==> src/source/core_pkg.sv <==
//--------------------
// widths, register counts, opcode and function codes, typedefs
// and the decode and execute stage packets
//--------------------
package core_pkg;

	//--------------------
	// widths and counts
	//--------------------
	localparam int XLEN     = 64;	// datapath width
	localparam int AREG_NUM = 32;	// architectural regs
	localparam int PREG_NUM = 64;	// physical regs
	localparam int AREG_W   = $clog2(AREG_NUM);
	localparam int PREG_W   = $clog2(PREG_NUM);
	localparam int FL_NUM   = PREG_NUM - AREG_NUM;	// spare pregs held by free list
	localparam int FL_PTR_W = $clog2(FL_NUM);
	localparam int LIT_W    = 8;	// operate-format literal

	typedef logic [XLEN-1:0]   word_t;
	typedef logic [31:0]       inst_t;
	typedef logic [AREG_W-1:0] areg_t;
	typedef logic [PREG_W-1:0] preg_t;
	typedef logic [5:0]        opcode_t;
	typedef logic [6:0]        func_t;
	typedef logic [LIT_W-1:0]  lit_t;
	typedef logic [2:0]        alu_op_t;

	localparam areg_t ZERO_REG = 5'd31;	// r31 reads zero, writes dropped

	//--------------------
	// operate format codes
	//--------------------
	localparam opcode_t OP_INTA = 6'h10;	// integer arithmetic group
	localparam opcode_t OP_INTL = 6'h11;	// integer logical group

	localparam func_t FN_ADDQ = 7'h20;	// inta
	localparam func_t FN_SUBQ = 7'h29;	// inta
	localparam func_t FN_AND  = 7'h00;	// intl
	localparam func_t FN_BIS  = 7'h20;	// intl, same value as addq
	localparam func_t FN_XOR  = 7'h40;	// intl

	localparam alu_op_t ALU_ADD = 3'd0;
	localparam alu_op_t ALU_SUB = 3'd1;
	localparam alu_op_t ALU_AND = 3'd2;
	localparam alu_op_t ALU_OR  = 3'd3;
	localparam alu_op_t ALU_XOR = 3'd4;

	// decode to execute
	typedef struct packed {
		logic    valid;
		logic    illegal;	// flagged, no state change
		alu_op_t alu_op;
		preg_t   opa_preg;
		logic    opa_zero;	// ra is r31
		preg_t   opb_preg;
		logic    opb_zero;	// rb is r31
		logic    use_lit;	// opb from literal
		lit_t    lit;
		areg_t   dest_areg;
		preg_t   dest_preg;	// newly allocated
		preg_t   old_preg;	// previous mapping of rc
		logic    wr_en;	// clear for r31 or illegal
	} dec_pkt_t;

	// execute to result
	typedef struct packed {
		logic  valid;
		logic  illegal;
		areg_t dest_areg;
		word_t value;
		preg_t old_preg;
		logic  wr_en;
	} exe_pkt_t;

endpackage

==> src/source/result.sv <==
//--------------------
// retire register and old preg return
//--------------------
module result (
	input  logic               clk,
	input  logic               rst_n_i,
	input  core_pkg::exe_pkt_t exe_pkt_i,
	output logic               free_o,	// to free list
	output core_pkg::preg_t    free_preg_o,
	output logic               retire_vld_o,
	output logic               retire_illegal_o,
	output core_pkg::areg_t    retire_areg_o,
	output core_pkg::word_t    retire_value_o
);
	import core_pkg::*;

	logic  vld_q;	// stands in for the rob head
	logic  illegal_q;
	areg_t areg_q;
	word_t value_q;

	always_ff @(posedge clk or negedge rst_n_i) begin
		if (!rst_n_i) begin
			vld_q <= 1'b0;
		end else begin
			vld_q <= exe_pkt_i.valid;	// E2, one cycle each
		end
	end

	always_ff @(posedge clk) begin
		illegal_q <= exe_pkt_i.illegal;
		areg_q    <= exe_pkt_i.dest_areg;
		value_q   <= exe_pkt_i.value;
	end

	// old mapping goes back at the retire edge
	assign free_o      = exe_pkt_i.valid & exe_pkt_i.wr_en;
	assign free_preg_o = exe_pkt_i.old_preg;

	assign retire_vld_o     = vld_q;
	assign retire_illegal_o = illegal_q;
	assign retire_areg_o    = areg_q;
	assign retire_value_o   = value_q;

endmodule

==> config.mk <==
export PLATFORM = sky130hd
export DESIGN_NAME = result
export DESIGN_NICKNAME = d
export VERILOG_FILES = /design/src/source/core_pkg.sv /design/src/source/result.sv
export SDC_FILE = /design/constraint.sdc
export NUM_CORES = 1
export LEC_CHECK = 0
export CORE_AREA = 3 3 60 62
export DETAILED_ROUTE_END_ITERATION = 12
export DIE_AREA = 0 0 63 65
export DONT_BUFFER_PORTS = 1
export PLACE_DENSITY = 0.73
export SYNTH_ARGS = -nofsm -noshare
export SYNTH_HDL_FRONTEND = slang
export SYNTH_SLANG_ARGS = --single-unit
==> constraint.sdc <==
create_clock -name clk -period 0.8 [get_ports clk]
set_input_delay 0.12 -clock clk [delete_from_list [all_inputs] [get_ports clk]]
set_output_delay 0.12 -clock clk [all_outputs]
set_load 0.03 [all_outputs]
==> results_dict.tcl <==
set metrics [dict create \
    seq_area_frac_synth_pct 96.5 \
    routed.top_layer "met4" \
    hp-class "primary input to output port" \
    met3_length_um 580 \
    nets 236 \
    synth-main-ff-cell "dfxtp_1" \
    min_period_ns 1.01 \
    cts_made_buffers 9 \
    drt-pass1-iter-count 4 \
    drtIter0Drc 20 \
    violations "setup timing" \
    synth.distinct_cells 4 \
    met1_length_mm 1.17 \
    crit_fanout 1 \
    placed_cells 116 \
    power_density_nw_per_um2 2520 \
    yosysMostFrequentCell "dfxtp_1" \
    drive_gt1_share_pct 53.4 \
    synthTopCellsByCount "70 x dfxtp_1, 6 x buf_4, 1 x and2_1, 1 x dfrtp_1" \
    grt_usage_pct 22.5 \
    critPathKind "flop to output port" \
    ant_nets 0 \
    fmax_ghz 0.986 \
    end_kind "output port" \
    vias 910 \
    required_ns 0.68 \
    die_x_um 63 \
    die_area_sq_um 4100 \
    wl_met2_mm 2.51 \
    grt-ovfl-total 0 \
    io_buffers 0 \
    wl_mm 4.42 \
    synth.net_count 158 \
    synth_area_per_cell_sq_um 18.9 \
    synthTopCellsByArea "dfxtp_1 95%, buf_4 3.0%, dfrtp_1 1.7%, and2_1 0.42%" \
    ys_ff_latch 71 \
    yosysWarnings 0 \
    netlist_area_sq_um 1480 \
    die_h_um 65 \
    place_area_sq_um 1490 \
    synth_cells 78 \
    finalMaxSlewViolations 0 \
    row_count 20 \
    synth_edf_count 0 \
    slew_headroom_pct 79.9 \
    rsz0062_at_grt "yes" \
    tritoncts "done" \
    setup_slack_ns -0.214 \
    finalHoldViolCount 0 \
    synth_top_area_share_pct 94.8 \
    ys_async_sr_fraction_pct 1.41 \
    ir_drop_uv 1940 \
    grt_pass1_wl_mm 6.23 \
    fin_crit_sh_pct 127 \
    status "complete, but fails checks" \
    worstMarginPinSlew_ns 0.303 \
    place_ws_ns 0.184 \
    fin_cells 206 \
    cts_sinks 71 \
    antenna_found_initial 1 \
    routabilityCongestion 0.661 \
    post_drt_via_cell_ratio 4.42 \
    cts_htree_levels 3 \
    clk_path_buf_depth 2 \
    io_pins 158 \
    start_util_pct 48.0 \
    remaining_drc_errors 0 \
    yosys.area.top_type "dfxtp_1" \
    worstPathArrival_ns 0.89 \
    grt_pass1_vias 1079 \
    coreArea_sq_um 3080 \
    syn_to_final_growth_pct 77.6 \
    root_buffer "clkbuf_4" \
    leakage_nw 1.01 \
    worst_setup_path_start_kind "flop" \
    cap_violations 0 \
    setup_violations 71 \
    wl_per_cell_um 21.4 \
    clkTransAtPathRegs_ns 0.12 \
    grt_max_degree 14 \
    final.setup.tns_ns -8.92 \
    design_area_sq_um 2630 \
]
routing by layer:
| layer | vias up | GRT usage, % |
|---|---|---|
| met4 | 0 | 15.4 |
| met2 | 89 | 41.5 |
| li1 | 390 | - |
| met1 | 415 | 17.0 |
| met3 | 16 | 13.0 |
| met5 | - | 0 |
report_power, final:
part / leakage, nW / switching (W) / internal (W)
clock network: 0.0740 / 0.00122 / 0.000976
registers: 0.625 / 0.000479 / 0.00364
logic: 0.308 / 0.0000635 / 0.000238
total: 1.01 / 0.00176 / 0.00485
worst paths after layout:
| kind | start | to | slack [ns] | cells after the start |
|---|---|---|---|---|
| max | retire_vld_o | retire_vld_o | -0.21 | 0 |
| min in group asynchronous | rst_n_i | retire_vld_o | 0.48 | 2 |
| min | exe_pkt_i[1] | free_preg_o[0] | 0.24 | 0 |
| max in group asynchronous | rst_n_i | retire_vld_o | 0.20 | 2 |
flip-flops by register name, summed over array words and instances (netlist names):
name,flops
retire_illegal_o,1
retire_vld_o,1
retire_areg_o,5
retire_value_o,64
per-stage QoR:
stage	utilization [%]	total power (W)	hold slack (ns)
after floorplan	-	0.00431	-0.176
after global placement	48.3	0.00428	-0.176
after detailed placement	48.3	0.00429	-0.176
after CTS	85.2	0.00661	0.224
after global routing	85.3	0.00689	0.230
final	85.3	0.00661	0.240
area by class of cell:
cell class | instances | area, sq um
clock inverters | 6 | 68.8
clock buffers | 10 | 71.3
repair buffers | 73 | 731
diodes | 1 | 2.50
multi-input cells | 1 | 6.26
flip-flops and latches | 71 | 1690
well taps | 44 | 55.1
fillers | 135 | 453
kinds of logic (layout without fill, tap and decap cells):
logic type             Yosys count  count (layout)  synth area share (%)
buffers and inverters            6              89                  3.05
flip-flops                      71              71                  96.5
other                            0               1                     0
AND/OR/NAND/NOR                  1               1                 0.424
what timing repair did:
action | in CTS | in global routing
endpoints found under the setup margin | 71 | 71
setup buffers | 0 | 0
hold buffers | 73 | 0
resized for setup | 141 | 0
endpoints found under the hold margin | 72 | 0
cells in the final DEF, fill, tap and decap left out, drive strengths merged:
cell         synthesis  final
bufinv               0      1
inv                  0      2
dlygate4sd3          0     73
and2                 1      1
clkinv               0      2
clkinvlp             0      1
diode                0      1
dfxtp               70     70
dfrtp                1      1
clkbuf               0     10
Note: power is estimated with default switching activity, not from simulation.
