[src/source/core_pkg.sv]
//--------------------
// widths, register counts, opcode and function codes, typedefs
// and the decode and execute stage packets
//--------------------
package core_pkg;

	//--------------------
	// widths and counts
	//--------------------
	localparam int XLEN     = 64;	// datapath width
	localparam int AREG_NUM = 32;	// architectural regs
	localparam int PREG_NUM = 64;	// physical regs
	localparam int AREG_W   = $clog2(AREG_NUM);
	localparam int PREG_W   = $clog2(PREG_NUM);
	localparam int FL_NUM   = PREG_NUM - AREG_NUM;	// spare pregs held by free list
	localparam int FL_PTR_W = $clog2(FL_NUM);
	localparam int LIT_W    = 8;	// operate-format literal

	typedef logic [XLEN-1:0]   word_t;
	typedef logic [31:0]       inst_t;
	typedef logic [AREG_W-1:0] areg_t;
	typedef logic [PREG_W-1:0] preg_t;
	typedef logic [5:0]        opcode_t;
	typedef logic [6:0]        func_t;
	typedef logic [LIT_W-1:0]  lit_t;
	typedef logic [2:0]        alu_op_t;

	localparam areg_t ZERO_REG = 5'd31;	// r31 reads zero, writes dropped

	//--------------------
	// operate format codes
	//--------------------
	localparam opcode_t OP_INTA = 6'h10;	// integer arithmetic group
	localparam opcode_t OP_INTL = 6'h11;	// integer logical group

	localparam func_t FN_ADDQ = 7'h20;	// inta
	localparam func_t FN_SUBQ = 7'h29;	// inta
	localparam func_t FN_AND  = 7'h00;	// intl
	localparam func_t FN_BIS  = 7'h20;	// intl, same value as addq
	localparam func_t FN_XOR  = 7'h40;	// intl

	localparam alu_op_t ALU_ADD = 3'd0;
	localparam alu_op_t ALU_SUB = 3'd1;
	localparam alu_op_t ALU_AND = 3'd2;
	localparam alu_op_t ALU_OR  = 3'd3;
	localparam alu_op_t ALU_XOR = 3'd4;

	// decode to execute
	typedef struct packed {
		logic    valid;
		logic    illegal;	// flagged, no state change
		alu_op_t alu_op;
		preg_t   opa_preg;
		logic    opa_zero;	// ra is r31
		preg_t   opb_preg;
		logic    opb_zero;	// rb is r31
		logic    use_lit;	// opb from literal
		lit_t    lit;
		areg_t   dest_areg;
		preg_t   dest_preg;	// newly allocated
		preg_t   old_preg;	// previous mapping of rc
		logic    wr_en;	// clear for r31 or illegal
	} dec_pkt_t;

	// execute to result
	typedef struct packed {
		logic  valid;
		logic  illegal;
		areg_t dest_areg;
		word_t value;
		preg_t old_preg;
		logic  wr_en;
	} exe_pkt_t;

endpackage

[src/source/decode_rename.sv]
//--------------------
// instruction decode, map table lookup and rename, decode packet
//--------------------
module decode_rename (
	input  logic               clk,
	input  logic               rst_n_i,
	input  logic               inst_vld_i,
	input  core_pkg::inst_t    inst_i,
	input  core_pkg::preg_t    free_preg_i,	// head of free list
	output logic               alloc_o,	// pop free list
	output core_pkg::dec_pkt_t dec_pkt_o
);
	import core_pkg::*;

	opcode_t  opcode;
	func_t    func;
	areg_t    ra;
	areg_t    rb;
	areg_t    rc;
	lit_t     lit;
	logic     use_lit;
	logic     illegal;
	logic     wr_en;
	alu_op_t  alu_op;
	preg_t    map_q [AREG_NUM];	// areg -> preg
	dec_pkt_t dec_pkt_d;

	//--------------------
	// field split
	//--------------------
	assign opcode  = inst_i[31:26];
	assign ra      = inst_i[25:21];
	assign rb      = inst_i[20:16];
	assign lit     = inst_i[20:13];	// overlaps rb
	assign use_lit = inst_i[12];
	assign func    = inst_i[11:5];
	assign rc      = inst_i[4:0];

	always_comb begin
		illegal = 1'b0;
		alu_op  = ALU_ADD;	// don't care when illegal
		case (opcode)
			OP_INTA: begin
				case (func)
					FN_ADDQ: alu_op = ALU_ADD;
					FN_SUBQ: alu_op = ALU_SUB;
					default: illegal = 1'b1;
				endcase
			end
			OP_INTL: begin
				case (func)
					FN_AND:  alu_op = ALU_AND;
					FN_BIS:  alu_op = ALU_OR;
					FN_XOR:  alu_op = ALU_XOR;
					default: illegal = 1'b1;
				endcase
			end
			default: illegal = 1'b1;	// unknown opcode
		endcase
	end

	assign wr_en   = ~illegal & (rc != ZERO_REG);
	assign alloc_o = inst_vld_i & wr_en;	// only real writes rename

	//--------------------
	// map table
	//--------------------
	always_ff @(posedge clk or negedge rst_n_i) begin
		if (!rst_n_i) begin
			for (int i = 0; i < AREG_NUM; i++) begin
				map_q[i] <= preg_t'(i);	// identity
			end
		end else if (alloc_o) begin
			map_q[rc] <= free_preg_i;	// seen by next strobe
		end
	end

	always_comb begin
		dec_pkt_d.valid     = inst_vld_i;
		dec_pkt_d.illegal   = illegal;
		dec_pkt_d.alu_op    = alu_op;
		dec_pkt_d.opa_preg  = map_q[ra];
		dec_pkt_d.opa_zero  = (ra == ZERO_REG);
		dec_pkt_d.opb_preg  = map_q[rb];
		dec_pkt_d.opb_zero  = (rb == ZERO_REG);
		dec_pkt_d.use_lit   = use_lit;
		dec_pkt_d.lit       = lit;
		dec_pkt_d.dest_areg = rc;
		dec_pkt_d.dest_preg = free_preg_i;	// only meaningful with wr_en
		dec_pkt_d.old_preg  = map_q[rc];	// freed at retire
		dec_pkt_d.wr_en     = wr_en;
	end

	always_ff @(posedge clk or negedge rst_n_i) begin
		if (!rst_n_i) begin
			dec_pkt_o <= '0;
		end else begin
			dec_pkt_o <= dec_pkt_d;	// E0
		end
	end

endmodule

[config.mk]
export PLATFORM = sky130hd
export DESIGN_NAME = decode_rename
export DESIGN_NICKNAME = d
export VERILOG_FILES = /design/src/source/core_pkg.sv /design/src/source/decode_rename.sv
export SDC_FILE = /design/constraint.sdc
export NUM_CORES = 1
export LEC_CHECK = 0
export CORE_ASPECT_RATIO = 0.9
export CORE_UTILIZATION = 35
export DETAILED_ROUTE_END_ITERATION = 10
export DONT_BUFFER_PORTS = 1
export PLACE_DENSITY = 0.53
export RECOVER_POWER = 50
export SETUP_SLACK_MARGIN = 0.2
export SLEW_MARGIN = 25
export SYNTH_ARGS = -nofsm -noshare
export SYNTH_HDL_FRONTEND = slang
export SYNTH_SLANG_ARGS = --single-unit
[constraint.sdc]
create_clock -name clk -period 5.72 [get_ports clk]
set_input_delay 1.144 -clock clk [delete_from_list [all_inputs] [get_ports clk]]
set_output_delay 1.144 -clock clk [all_outputs]
set_load 0.05 [all_outputs]
==> results.py <==
metrics = {
    "run_status": {
        "outcome": "finished, final reports clean",
    },
    "cts": {
        "clock_path_buffers": 3,
        "path_clk_slew_ns": 0.06,
        "cts_tree": "built",
        "cts_resized": 0,
        "post_cts_buffers": 0,
        "root_buffer": "clkbuf_16",
        "clk_latency_ns": 0.57,
        "cts_num_sinks": 238,
        "holdBufCountCts": 0,
        "numCtsBuffers": 29,
        "htree_num_levels": 1,
    },
    "synthesis": {
        "yosysWarnings": 0,
        "synth_top_family_by_area": "multiplexers",
        "yosysSeqAreaShare": 0.438,
        "synth-xor-area-share": 0.000633,
        "synthMuxAreaShare": 0.400,
        "ys_types": 44,
        "synthesis.area_um2": 13800,
        "synthSimpleGateAreaFrac": 0.0404,
        "synth_fa_ha_area_frac": 0,
        "ys.flop_type": "dfrtp_1",
        "syn_avg_cell_area_um2": 14.9,
        "synth_seq_cells": 238,
        "synth-edff-count": 0,
        "synth_nets": 971,
        "synth_cells": 930,
        "synth_compound_area_frac": 0.0905,
        "synth-async-reset-ratio": 1.00,
    },
    "setup_path": {
        "reg2reg_depth": 3,
        "cp_num_buf_inv": 2,
        "critPathTopFamily": "buffers and inverters",
        "slowest_delay_ns": 0.45,
        "end_kind": "output port",
        "r2r_slack_ns": 4.01,
        "path_common_cell": "buf_4",
        "crit_chain": "nor4_1 -> nand2_4 -> buf_4 -> a21o_1 -> a311oi_2 -> buf_4",
        "cp_num_cells": 6,
        "worstSetupPathType": "in2out",
        "cp_data_required_time_ns": 4.58,
        "arrival_ns": 2.81,
        "crit_slowest_cell": "nor4_1",
        "start_kind": "primary input",
        "crit_path_max_fanout": 35,
    },
    "cells_and_area": {
        "antenna_cells": 0,
        "area_delta_synth_final_pct": 9.22,
        "multi_input_area_um2": 7390,
        "finalNetCount": 918,
        "n_fill_cell": 3629,
        "layout_commonest_cell": "mux2_2",
        "final_cell_mix": "mux2_2 (167), dfrtp_1 (158), mux4_2 (121), dfstp_2 (75), mux2i_1 (67)",
        "drive_gt1_frac": 0.513,
        "regArea_um2": 6060,
    },
    "grt": {
        "grt_max_degree": 239,
        "grt_usage": 0.220,
        "grt_pass1_wl_um": 63900,
        "grt_overflow_total": 0,
        "first_global_vias": 8592,
        "antenna_found_initial": 1,
    },
    "routing": {
        "drt_pass1_iterations": 5,
        "remaining_drc_errors": 0,
        "antenna_left": 0,
        "routedWlPerCell_um": 30.4,
        "vias_per_cell": 6.12,
        "vias": 8715,
        "dr.first_iter.drc_count": 786,
        "wirelength_um": 43200,
    },
    "timing": {
        "relSlewSlack": 0.278,
        "tightest_slew_ns": 1.08,
        "fin_crit_sh": 0.691,
        "slew_violations": 0,
        "finalHoldViolations": 0,
        "rsz0062_at_grt": "false",
        "setup-violations-final": 0,
        "fmax_ghz": 0.253,
        "fin_skew_ns": 0.0162,
        "fin_tns_setup_ns": 0,
        "fin_crit_ns": 3.95,
    },
    "power": {
        "finalPower_mw": 3.73,
        "p_per_area_nw_per_um2": 247,
        "max-vdd-ir-drop_mv": 0.254,
        "p_leak_nw": 6.04,
    },
    "floorplanning": {
        "die_h_um": 191,
        "die-width_um": 212,
        "io_pins": 88,
        "initial_core_util": 0.358,
        "core_um2": 38600,
        "die_area_um2": 40300,
        "rows": 68,
    },
    "placed_design": {
        "gp_congestion": 0.828,
        "place_hpwl_um": 26400,
        "io_buffers": 0,
    },
    "flow_run": {
        "cap_violations": 0,
    },
    "min_path": {
        "hold_class": "in2async",
    },
}
[registers in the layout, summed over array words and instances (netlist names)]
register and flops:
map_q 192, dec_pkt_o 46
[cells by family after synthesis]
| logic type | count (synthesis) |
|---|---|
| AO/OA/AOI/OAI | 117 |
| XOR/XNOR | 1 |
| buffers and inverters | 93 |
| flip-flops | 238 |
| multiplexers | 378 |
| AND/OR/NAND/NOR | 103 |
[cell type report]
| class | instances | share of cell area |
|---|---|---|
| clock inverter | 9 | 0.00812 |
| timing repair buffer | 7 | 0.00348 |
| sequential | 238 | 0.401 |
| clock buffer | 44 | 0.0544 |
| inverter | 2 | 0.000497 |
| tap | 525 | 0.0435 |
| multi-input combinational | 599 | 0.489 |
[power by group]
group	switching, mW	leakage, nW	internal, mW
registers	0.0509	2.97	1.70
clock network	0.753	0.461	1.12
logic	0.0487	2.62	0.0611
total	0.852	6.04	2.88
[routing by layer]
layer	vias up	routed length (um)	global-route usage
li1	3542	-	-
met1	4761	19300	0.322
met2	357	19600	0.327
met3	55	3260	0.0509
met4	0	1040	0.0530
met5	-	0	0
[synthesized netlist by cell type (3+ instances only)]
master,number,area share
buf_1,8,0.0022
o221ai_1,11,0.0070
dfstp_2,80,0.15
a211oi_4,29,0.042
mux2i_1,67,0.048
nor2b_1,3,0.0014
dfrtp_1,158,0.29
nand3b_1,3,0.0016
a211o_1,10,0.0063
buf_4,9,0.0049
clkbuf_1,45,0.012
o22ai_1,12,0.0054
buf_2,28,0.010
a22oi_1,24,0.013
nor3b_2,4,0.0036
a21o_1,3,0.0016
mux2_1,23,0.019
a2bb2oi_1,9,0.0057
nand3_1,4,0.0014
nand4_1,7,0.0032
mux2_2,167,0.14
mux4_2,121,0.20
nor2_1,20,0.0054
or2_2,9,0.0041
a21oi_1,10,0.0036
nand2_1,37,0.010
and3b_1,5,0.0032
[path summary, 6_finish.rpt]
check	to	from
max	alloc_o	inst_i[27]
min	dec_pkt_o[45]$_DFF_PN0_	rst_n_i
max reg2reg	dec_pkt_o[4]$_DFF_PN0_	map_q[75]$_DFFE_PN0P_
min reg2reg	map_q[1]$_DFFE_PN1P_	map_q[1]$_DFFE_PN1P_
max in group asynchronous	map_q[81]$_DFFE_PN0P_	rst_n_i
min in group clk	map_q[1]$_DFFE_PN1P_	map_q[1]$_DFFE_PN1P_
[metrics by stage]
| step | cells | hold slack, ns | utilization | worst slack (ns) | instance area (um^2) |
|---|---|---|---|---|---|
| floorplan | 930 | 0.439 | - | 1.19 | 13800 |
| global placement | 1371 | 0.376 | 0.366 | 1.74 | 14100 |
| detailed placement | 1371 | 0.374 | 0.366 | 1.74 | 14200 |
| CTS | 1424 | 0.245 | 0.391 | 1.74 | 15100 |
| global route | 1424 | 0.244 | 0.391 | 1.67 | 15100 |
| finish | 1424 | 0.267 | 0.391 | 1.77 | 15100 |
No activity file was read; power rests on OpenSTA's default activity.
