<file path="src/source/core_pkg.sv">
//--------------------
// widths, register counts, opcode and function codes, typedefs
// and the decode and execute stage packets
//--------------------
package core_pkg;

	//--------------------
	// widths and counts
	//--------------------
	localparam int XLEN     = 64;	// datapath width
	localparam int AREG_NUM = 32;	// architectural regs
	localparam int PREG_NUM = 64;	// physical regs
	localparam int AREG_W   = $clog2(AREG_NUM);
	localparam int PREG_W   = $clog2(PREG_NUM);
	localparam int FL_NUM   = PREG_NUM - AREG_NUM;	// spare pregs held by free list
	localparam int FL_PTR_W = $clog2(FL_NUM);
	localparam int LIT_W    = 8;	// operate-format literal

	typedef logic [XLEN-1:0]   word_t;
	typedef logic [31:0]       inst_t;
	typedef logic [AREG_W-1:0] areg_t;
	typedef logic [PREG_W-1:0] preg_t;
	typedef logic [5:0]        opcode_t;
	typedef logic [6:0]        func_t;
	typedef logic [LIT_W-1:0]  lit_t;
	typedef logic [2:0]        alu_op_t;

	localparam areg_t ZERO_REG = 5'd31;	// r31 reads zero, writes dropped

	//--------------------
	// operate format codes
	//--------------------
	localparam opcode_t OP_INTA = 6'h10;	// integer arithmetic group
	localparam opcode_t OP_INTL = 6'h11;	// integer logical group

	localparam func_t FN_ADDQ = 7'h20;	// inta
	localparam func_t FN_SUBQ = 7'h29;	// inta
	localparam func_t FN_AND  = 7'h00;	// intl
	localparam func_t FN_BIS  = 7'h20;	// intl, same value as addq
	localparam func_t FN_XOR  = 7'h40;	// intl

	localparam alu_op_t ALU_ADD = 3'd0;
	localparam alu_op_t ALU_SUB = 3'd1;
	localparam alu_op_t ALU_AND = 3'd2;
	localparam alu_op_t ALU_OR  = 3'd3;
	localparam alu_op_t ALU_XOR = 3'd4;

	// decode to execute
	typedef struct packed {
		logic    valid;
		logic    illegal;	// flagged, no state change
		alu_op_t alu_op;
		preg_t   opa_preg;
		logic    opa_zero;	// ra is r31
		preg_t   opb_preg;
		logic    opb_zero;	// rb is r31
		logic    use_lit;	// opb from literal
		lit_t    lit;
		areg_t   dest_areg;
		preg_t   dest_preg;	// newly allocated
		preg_t   old_preg;	// previous mapping of rc
		logic    wr_en;	// clear for r31 or illegal
	} dec_pkt_t;

	// execute to result
	typedef struct packed {
		logic  valid;
		logic  illegal;
		areg_t dest_areg;
		word_t value;
		preg_t old_preg;
		logic  wr_en;
	} exe_pkt_t;

endpackage

</file>
<file path="src/source/free_list.sv">
//--------------------
// circular queue of free physical registers
//--------------------
module free_list (
	input  logic            clk,
	input  logic            rst_n_i,
	input  logic            alloc_i,	// advance head
	input  logic            free_i,	// push at tail
	input  core_pkg::preg_t free_preg_i,
	output core_pkg::preg_t head_preg_o
);
	import core_pkg::*;

	preg_t               fifo_q [FL_NUM];
	logic [FL_PTR_W-1:0] head_q;
	logic [FL_PTR_W-1:0] tail_q;

	//--------------------
	// pointers
	//--------------------
	always_ff @(posedge clk or negedge rst_n_i) begin
		if (!rst_n_i) begin
			head_q <= '0;
			tail_q <= '0;	// full, so tail meets head
		end else begin
			if (alloc_i) begin
				head_q <= head_q + 1'b1;	// wraps at FL_NUM
			end
			if (free_i) begin
				tail_q <= tail_q + 1'b1;
			end
		end
	end

	// entries start as the pregs above the identity map
	always_ff @(posedge clk or negedge rst_n_i) begin
		if (!rst_n_i) begin
			for (int i = 0; i < FL_NUM; i++) begin
				fifo_q[i] <= preg_t'(AREG_NUM + i);
			end
		end else if (free_i) begin
			fifo_q[tail_q] <= free_preg_i;	// old preg back in
		end
	end

	assign head_preg_o = fifo_q[head_q];	// next preg to hand out

endmodule

</file>
<file path="config.mk">
export PLATFORM = sky130hd
export DESIGN_NAME = free_list
export DESIGN_NICKNAME = d
export VERILOG_FILES = /design/src/source/core_pkg.sv /design/src/source/free_list.sv
export SDC_FILE = /design/constraint.sdc
export NUM_CORES = 1
export LEC_CHECK = 0
export BUFFER_PORTS_ARGS = -buffer_cell sky130_fd_sc_hd__buf_2
export CORE_MARGIN = 10
export CORE_UTILIZATION = 41
export CTS_BUF_LIST = sky130_fd_sc_hd__clkbuf_16
export DETAILED_ROUTE_END_ITERATION = 8
export GPL_TIMING_DRIVEN = 1
export PLACE_DENSITY = 0.56
export SLEW_MARGIN = 20
export SYNTH_ARGS = -nofsm -noshare
export SYNTH_HDL_FRONTEND = slang
export SYNTH_SLANG_ARGS = --single-unit
</file>
<file path="constraint.sdc">
create_clock -name clk -period 1.9 [get_ports clk]
set_input_delay 0.475 -clock clk [delete_from_list [all_inputs] [get_ports clk]]
set_output_delay 0.475 -clock clk [all_outputs]
set_load 0.05 [all_outputs]
</file>
==> results of run 1 <==
==> critical path, delay by kind of cell (launching register included) <==
| family | cells | cell delay [ns] |
|---|---|---|
| flops | 1 | 0.45 |
| mux | 1 | 0.15 |
| buf+inv | 4 | 0.59 |
| compound gates | 3 | 0.65 |
==> routing by layer <==
metal  wire length (microns)  global-route usage, %  share of wire (%)
met4                     783                  6.698                3.1
met2                   12130                  26.65                 48
met3                     919                  2.860                3.7
met5                       0                      0                  0
met1                   11240                  21.78                 45
==> flip-flops by register name, summed over array words and instances (netlist names) <==
name / count
tail_q: 5
fifo_q: 192
head_q: 5
==> cell families after synthesis <==
group | after synthesis | synth area share, %
adder cells (fa/ha/maj) | 5 | 0.6400
XOR/XNOR | 7 | 0.6272
flip-flops | 202 | 53.14
buffers and inverters | 50 | 2.969
AO/OA/AOI/OAI | 54 | 3.840
multiplexers | 264 | 33.29
AND/OR/NAND/NOR | 63 | 5.491
==> where the power goes <==
group | switching (mW) | internal (mW) | total (mW)
logic | 4.75 | 4.89 | 9.64
clock network | 1.74 | 2.49 | 4.23
registers | 1.21 | 6.66 | 7.87
total | 7.69 | 14.0 | 21.7
==> stage by stage <==
step                      instances  TNS [ns]  worst slack [ns]  utilization [%]
after floorplan                 645    -1.949           -0.3476                -
after global placement          990    -3.682           -0.6895            45.05
after detailed placement        990    -3.858           -0.6872            45.05
after CTS                      1052    -5.414           -0.9096            50.29
after global routing           1055    -5.806            -1.001            50.91
final                          1055    -5.385           -0.9277            50.91
==> synth_stat cells (all sizes together) (6+ instances only) <==
| library cell | n | share of area, % |
|---|---|---|
| nor2 | 18 | 1.4 |
| dfstp | 112 | 30 |
| o21ai | 13 | 0.67 |
| nor3 | 7 | 1.0 |
| mux2 | 194 | 23 |
| a22oi | 6 | 0.46 |
| nand2 | 8 | 0.61 |
| buf | 26 | 2.0 |
| mux4 | 25 | 6.1 |
| clkbuf | 21 | 0.81 |
| dfrtp | 90 | 23 |
| nand3 | 14 | 1.1 |
| a221oi | 11 | 0.99 |
| o221ai | 6 | 0.54 |
| mux2i | 45 | 4.6 |
| a211oi | 6 | 0.46 |
==> final cells by class <==
class / count / area (sq um) / area share (%)
clock buffer: 25 / 625.6 / 5.235
clock inverter: 19 / 105.1 / 0.8795
inverter: 3 / 11.26 / 0.09423
multi-input combinational: 393 / 4661 / 39.00
sequential: 202 / 5199 / 43.50
tap: 319 / 399.1 / 3.340
timing repair buffer: 94 / 949.7 / 7.947
==> worst max path at each step <==
stage | startpoint | to | slack, ns | depth (start not counted)
6_report | head_q[2] | head_preg_o[4] | -0.93 | 8
3_5_place_dp | head_q[2] | head_preg_o[1] | -0.69 | 7
2_1_floorplan | head_q[0] | head_preg_o[0] | -0.35 | 7
3_3_place_gp | head_q[2] | head_preg_o[1] | -0.69 | 7
5_1_grt | head_q[2] | head_preg_o[4] | -1.00 | 8
4_1_cts | head_q[2] | head_preg_o[4] | -0.91 | 8
==> repair_timing <==
item,in CTS,in global routing
setup buffers,18,3
endpoints found under the setup margin,12,18
hold buffers,1,0
pin swaps,18,14
gates cloned,2,1
hold endpoints to repair,8,0
resized for setup,84,21
==> results.py, run 1 <==
metrics = {
    "outcome": {
        "status": "finished, violations left",
        "violations": "negative setup slack",
    },
    "route": {
        "ant_nets": 0,
        "viasPerCell": 5.539,
        "routed_wire_length_per_instance_microns": 23.76,
        "drc_errors": 0,
        "vias": 5844,
        "wl_mm": 25.07,
        "initialDrtViolationCount": 325,
        "firstDrtPassIters": 4,
    },
    "global_routing": {
        "grt_overflow": 0,
        "grt_pass1_wl_mm": 39.23,
        "antenna_found_initial": 0,
        "grt_usage_pct": 16.58,
        "grt_max_degree": 68,
        "grt_pass1_vias": 6314,
    },
    "place": {
        "place_congestion": 0.9335,
        "dp_hpwl_mm": 16.78,
        "portBuffers": 15,
        "placed_area_sq_mm": 0.01057,
    },
    "synth": {
        "syn-cell-area_sq_mm": 0.009776,
        "async_flop_share_pct": 100.0,
        "avgSynthCellArea_sq_um": 15.16,
        "synth_cells": 645,
        "ys_warn_count": 0,
        "synth_cell_types": 46,
        "yosys_most_used_dff": "dfstp_2",
        "synth_seq_area_share_pct": 53.14,
        "synth_nets": 660,
        "synth.ff_latch_count": 202,
        "synth_edf_count": 0,
    },
    "worst_setup_path": {
        "crit_type": "flop to output port",
        "cp.required_ns": 1.42,
        "critPathMaxFanout": 4,
        "max_stage_delay_ns": 0.45,
        "end_kind": "output port",
        "ff2ff_path_depth": 3,
        "path_cells": "buf_12 > buf_12 > buf_6 > mux2i_2 > a221oi_2 > o21ai_2 > a32oi_4 > buf_6",
        "cp-start-kind": "flop",
        "r2r-end": "fifo_q[32]",
        "regToRegStartpoint": "tail_q[3]",
        "slowest_stage": "dfrtp_2",
        "critPathArrivalTime_ns": 2.35,
        "r2r_slack_ns": 0.02,
    },
    "power": {
        "ir_worst_vdd_v": 0.0007405,
        "finalPower_mw": 21.74,
        "pwr_density_cell_mw_per_mm2": 1819,
        "p_leak_nw": 4.907,
    },
    "clocking": {
        "htreeDepth": 1,
        "cts_buffers": 24,
        "cts_root_buffer": "clkbuf_16",
        "cts.path.max_buffers": 3,
        "clk_latency_ns": 0.52,
        "cts_tree": "done",
        "clkTransAtPathRegs_ns": 0.06,
        "cts_sinks": 202,
    },
    "cells_and_area": {
        "syn2layout_area_growth_pct": 22.24,
        "nets": 733,
        "final_common_cell": "mux2_2",
        "finalInstanceArea_sq_mm": 0.01195,
        "diodes": 0,
        "final_cell_mix": "188 x mux2_2, 112 x dfstp_2, 87 x dfrtp_1",
        "fillCellCount": 1950,
        "drive_above_1_share_pct": 75.27,
    },
    "sta": {
        "grt_setup_unrepaired": "yes",
        "relSlewSlack_pct": 56.10,
        "period_minus_slack_ns": 2.828,
        "skew_ns": 0.01004,
        "max_freq_mhz": 353.6,
        "tightest_slew_ns": 0.6585,
        "finalSetupViolations": 6,
        "final_max_slew_viol_count": 0,
        "holdWs_ns": 0.2560,
        "finalCritPeriodShare_pct": 148.8,
        "layout_setup_ws_ns": -0.9277,
        "finalHoldViolations": 0,
    },
    "flow_run": {
        "maxCapViolations": 0,
    },
    "die": {
        "die_w_microns": 174.4,
        "placementRows": 56,
        "die_area_sq_mm": 0.03042,
        "io_pins": 16,
        "start_util_pct": 41.65,
        "coreArea_sq_mm": 0.02347,
        "die_y_microns": 174.4,
    },
    "min_path": {
        "hold_class": "primary input to flop",
        "min_path_cells": 2,
        "worstHoldStart": "alloc_i",
        "min_to": "head_q[0]",
    },
}
No activity file was read; power rests on OpenSTA's default activity.
==> inputs of run 2 (changes only) <==
ABC_AREA = 1   (was not set)
==> run 2 against run 1 <==
Net effect: the run still ends with negative setup slack left; via count up 43%; combinational power up 13%; non-clock buffer count up 10; clock skew down 0.0024 ns; die area up 0.82%; critical endpoint is now head_preg_o[2]; highest routed layer unchanged.
==> results.py, run 2 <==
metrics = {
    "sta": {
        "grt_setup_unrepaired": "yes",
        "final_max_slew_viol_count": 0,
        "period_minus_slack_ns": 2.717,
        "layout_setup_ws_ns": -0.8173,
        "finalCritPeriodShare_pct": 143.0,
        "max_freq_mhz": 368.0,
        "finalHoldViolations": 0,
        "finalSetupViolations": 6,
        "tightest_slew_ns": 0.5956,
        "relSlewSlack_pct": 60.25,
        "skew_ns": 0.007596,
    },
    "synth": {
        "synth_fa_ha_area_share_pct": 0.6341,
        "yosys.area.top_type": "dfstp_2",
        "async_flop_share_pct": 100.0,
        "synthTopCellsByArea": "dfstp_2 30%, dfrtp_1 23%, nand2_1 19%",
        "synth_seq_area_share_pct": 52.66,
        "yosys.area_share.simple_pct": 26.40,
        "synth_mux_area_share_pct": 0,
        "yosys_most_used_dff": "dfstp_2",
        "synth_nets": 1290,
        "synth_cells": 1275,
        "ys_warn_count": 0,
        "synth_cell_types": 25,
        "synth_top_family_by_area": "simple AND/OR/NAND/NOR gates",
        "synth_top_cell_area_share_pct": 29.83,
        "synthTopCellsByCount": "498 x nand2_1, 117 x o21ai_0, 115 x nand3_1",
        "synth_compound_area_share_pct": 11.19,
        "synth.ff_latch_count": 202,
        "yosysMostFrequentCell": "nand2_1",
        "synth-xor-area-share_pct": 0.5327,
        "avgSynthCellArea_sq_um": 7.738,
        "syn-cell-area_sq_mm": 0.009866,
        "synth_edf_count": 0,
    },
    "cells_and_area": {
        "final_common_cell": "nand2_1",
        "fillCellCount": 2259,
        "layout.cells.non_filler": 1653,
        "drive_above_1_share_pct": 26.84,
        "multi_input_area_sq_mm": 0.004151,
        "nets": 1331,
        "top_register": "fifo_q",
        "diodes": 0,
        "reg_top3": "fifo_q (192), head_q (5), tail_q (5)",
        "final_cell_mix": "467 x nand2_1, 117 x o21ai_0, 113 x inv_1",
        "largest_reg_flops": 192,
        "syn2layout_area_growth_pct": 23.80,
        "seqCellArea_sq_mm": 0.005199,
        "final_util_pct": 51.88,
    },
    "worst_setup_path": {
        "crit_buf_inv": 5,
        "max_stage_delay_ns": 0.56,
        "ff2ff_path_depth": 6,
        "path_cells": "inv_8 > buf_12 > buf_4 > nand2_1 > nand3_1 > a21oi_1 > nor2_1 > nand2_2 > nand2_2 > clkinvlp_4 > buf_8",
        "crit_cells": 11,
        "end_kind": "output port",
        "critPathMaxFanout": 14,
        "r2r_slack_ns": 0.30,
        "critPathArrivalTime_ns": 2.24,
        "path_delay_family": "buffers and inverters",
        "slowest_stage": "dfrtp_4",
        "crit_top_cell": "nand2_2",
        "cp-start-kind": "flop",
        "cp.required_ns": 1.42,
        "crit_type": "flop to output port",
    },
    "die": {
        "start_util_pct": 41.91,
        "die_area_sq_mm": 0.03067,
        "die_y_microns": 175.1,
        "io_pins": 16,
        "coreArea_sq_mm": 0.02354,
        "placementRows": 56,
        "die_w_microns": 175.1,
    },
    "global_routing": {
        "grt_overflow": 0,
        "grt_usage_pct": 18.58,
        "grt_pass1_wl_mm": 45.70,
        "grt_max_degree": 52,
        "grt_pass1_vias": 7982,
        "antenna_found_initial": 0,
    },
    "power": {
        "seqPwrFrac_pct": 34.8,
        "p_leak_nw": 5.555,
        "p_int_mw": 13.66,
        "p_sw_share_pct": 40.74,
        "pwr-share-clk_pct": 18.0,
        "ir_worst_vdd_v": 0.001107,
        "pwr-share-comb_pct": 47.2,
        "pwr_density_cell_mw_per_mm2": 1887,
        "p_sw_mw": 9.393,
    },
    "route": {
        "routed_wire_length_per_instance_microns": 17.29,
        "ant_nets": 0,
        "drc_errors": 0,
        "wl_mm": 28.59,
        "viasPerCell": 5.050,
        "vias": 8347,
        "initialDrtViolationCount": 750,
        "firstDrtPassIters": 7,
    },
    "flow_run": {
        "maxCapViolations": 0,
    },
    "place": {
        "dp_hpwl_mm": 17.46,
        "dp.cells": 1597,
        "place_congestion": 0.8144,
        "portBuffers": 15,
    },
    "clocking": {
        "clkTransAtPathRegs_ns": 0.06,
        "cts_tree": "done",
        "cts_buffers": 24,
        "clk_latency_ns": 0.52,
        "cts_sinks": 202,
        "cts_root_buffer": "clkbuf_16",
        "htreeDepth": 1,
        "cts.path.max_buffers": 3,
    },
    "outcome": {
        "violations": "negative setup slack",
        "status": "finished, violations left",
    },
    "min_path": {
        "min_path_cells": 2,
        "hold_class": "primary input to flop",
    },
}
## run 2: cell count changes after synthesis, moves of 72 or more
| cell | previous run | this run |
|---|---|---|
| nand3_1 | 8 | 115 |
| inv_1 | 3 | 114 |
| mux2_2 | 188 | 0 |
| nand2_1 | 4 | 498 |
| o21ai_0 | 13 | 117 |
| o21ai_1 | 0 | 72 |
## run 2: cell families after synthesis
logic type                 count (synthesis)
buffers and inverters                    209
and+or+nand+nor                          640
xor gates and xnor gates                   6
DFF                                      202
adders and majority gates                  5
AOI/OAI and AO/OA                        213
## run 2: metal layers
layer	wire, microns	vias to the layer above	part of all wire [%]	track usage (%)
met1	13100	3979	46	25.26
met3	1370	47	4.8	2.414
li1	-	4108	-	-
met5	0	-	0	0
met2	13320	213	47	30.38
met4	797	0	2.8	5.228
## run 2: timing repair
action,CTS,global route
hold buffers,1,0
hold endpoints to repair,8,0
pin swaps,23,25
buffers inserted,4,1
gates cloned,5,2
gates resized for setup,70,46
endpoints found under the setup margin,6,6
## run 2: power by group through the flow
stage / Clock, mW / Sequential, mW / Combinational (mW)
6_report: 4.15 / 8.02 / 10.9
5_1_grt: 4.42 / 8.26 / 12.0
4_1_cts: 4.26 / 7.99 / 10.4
3_5_place_dp: 0 / 7.98 / 9.05
2_1_floorplan: 0 / 7.66 / 6.23
3_3_place_gp: 0 / 7.96 / 8.94
## run 2: per-stage QoR
stage | power (mW) | cell area, sq um | TNS [ns] | hold slack (ns) | setup slack (ns)
5_1_grt | 24.73 | 12210 | -5.441 | 0.2316 | -0.9214
6_report | 23.05 | 12210 | -4.808 | 0.2317 | -0.8173
3_5_place_dp | 17.03 | 10850 | -2.442 | 0.3988 | -0.4736
3_3_place_gp | 16.90 | 10850 | -2.335 | 0.4050 | -0.4718
2_1_floorplan | 13.89 | 9937 | 0 | 0.1794 | 0.01102
4_1_cts | 22.69 | 12010 | -5.125 | 0.2095 | -0.8691
## run 2: cell type report
type,instances,area share [%]
clock buffers,25,5.122
clock inverters,19,0.6556
inverters,120,3.934
multi-input cells,864,33.99
flip-flops and latches,202,42.56
well taps,319,3.268
repair buffers,104,10.47
## run 2: worst paths after layout
| path | to | from |
|---|---|---|
| max in group asynchronous | fifo_q[88] | rst_n_i |
| setup / recovery | head_preg_o[2] | head_q[0] |
| hold / removal | head_q[0] | alloc_i |
| min in group asynchronous | fifo_q[30] | rst_n_i |
| setup reg to reg | fifo_q[123] | tail_q[0] |
| hold reg to reg | fifo_q[143] | fifo_q[143] |
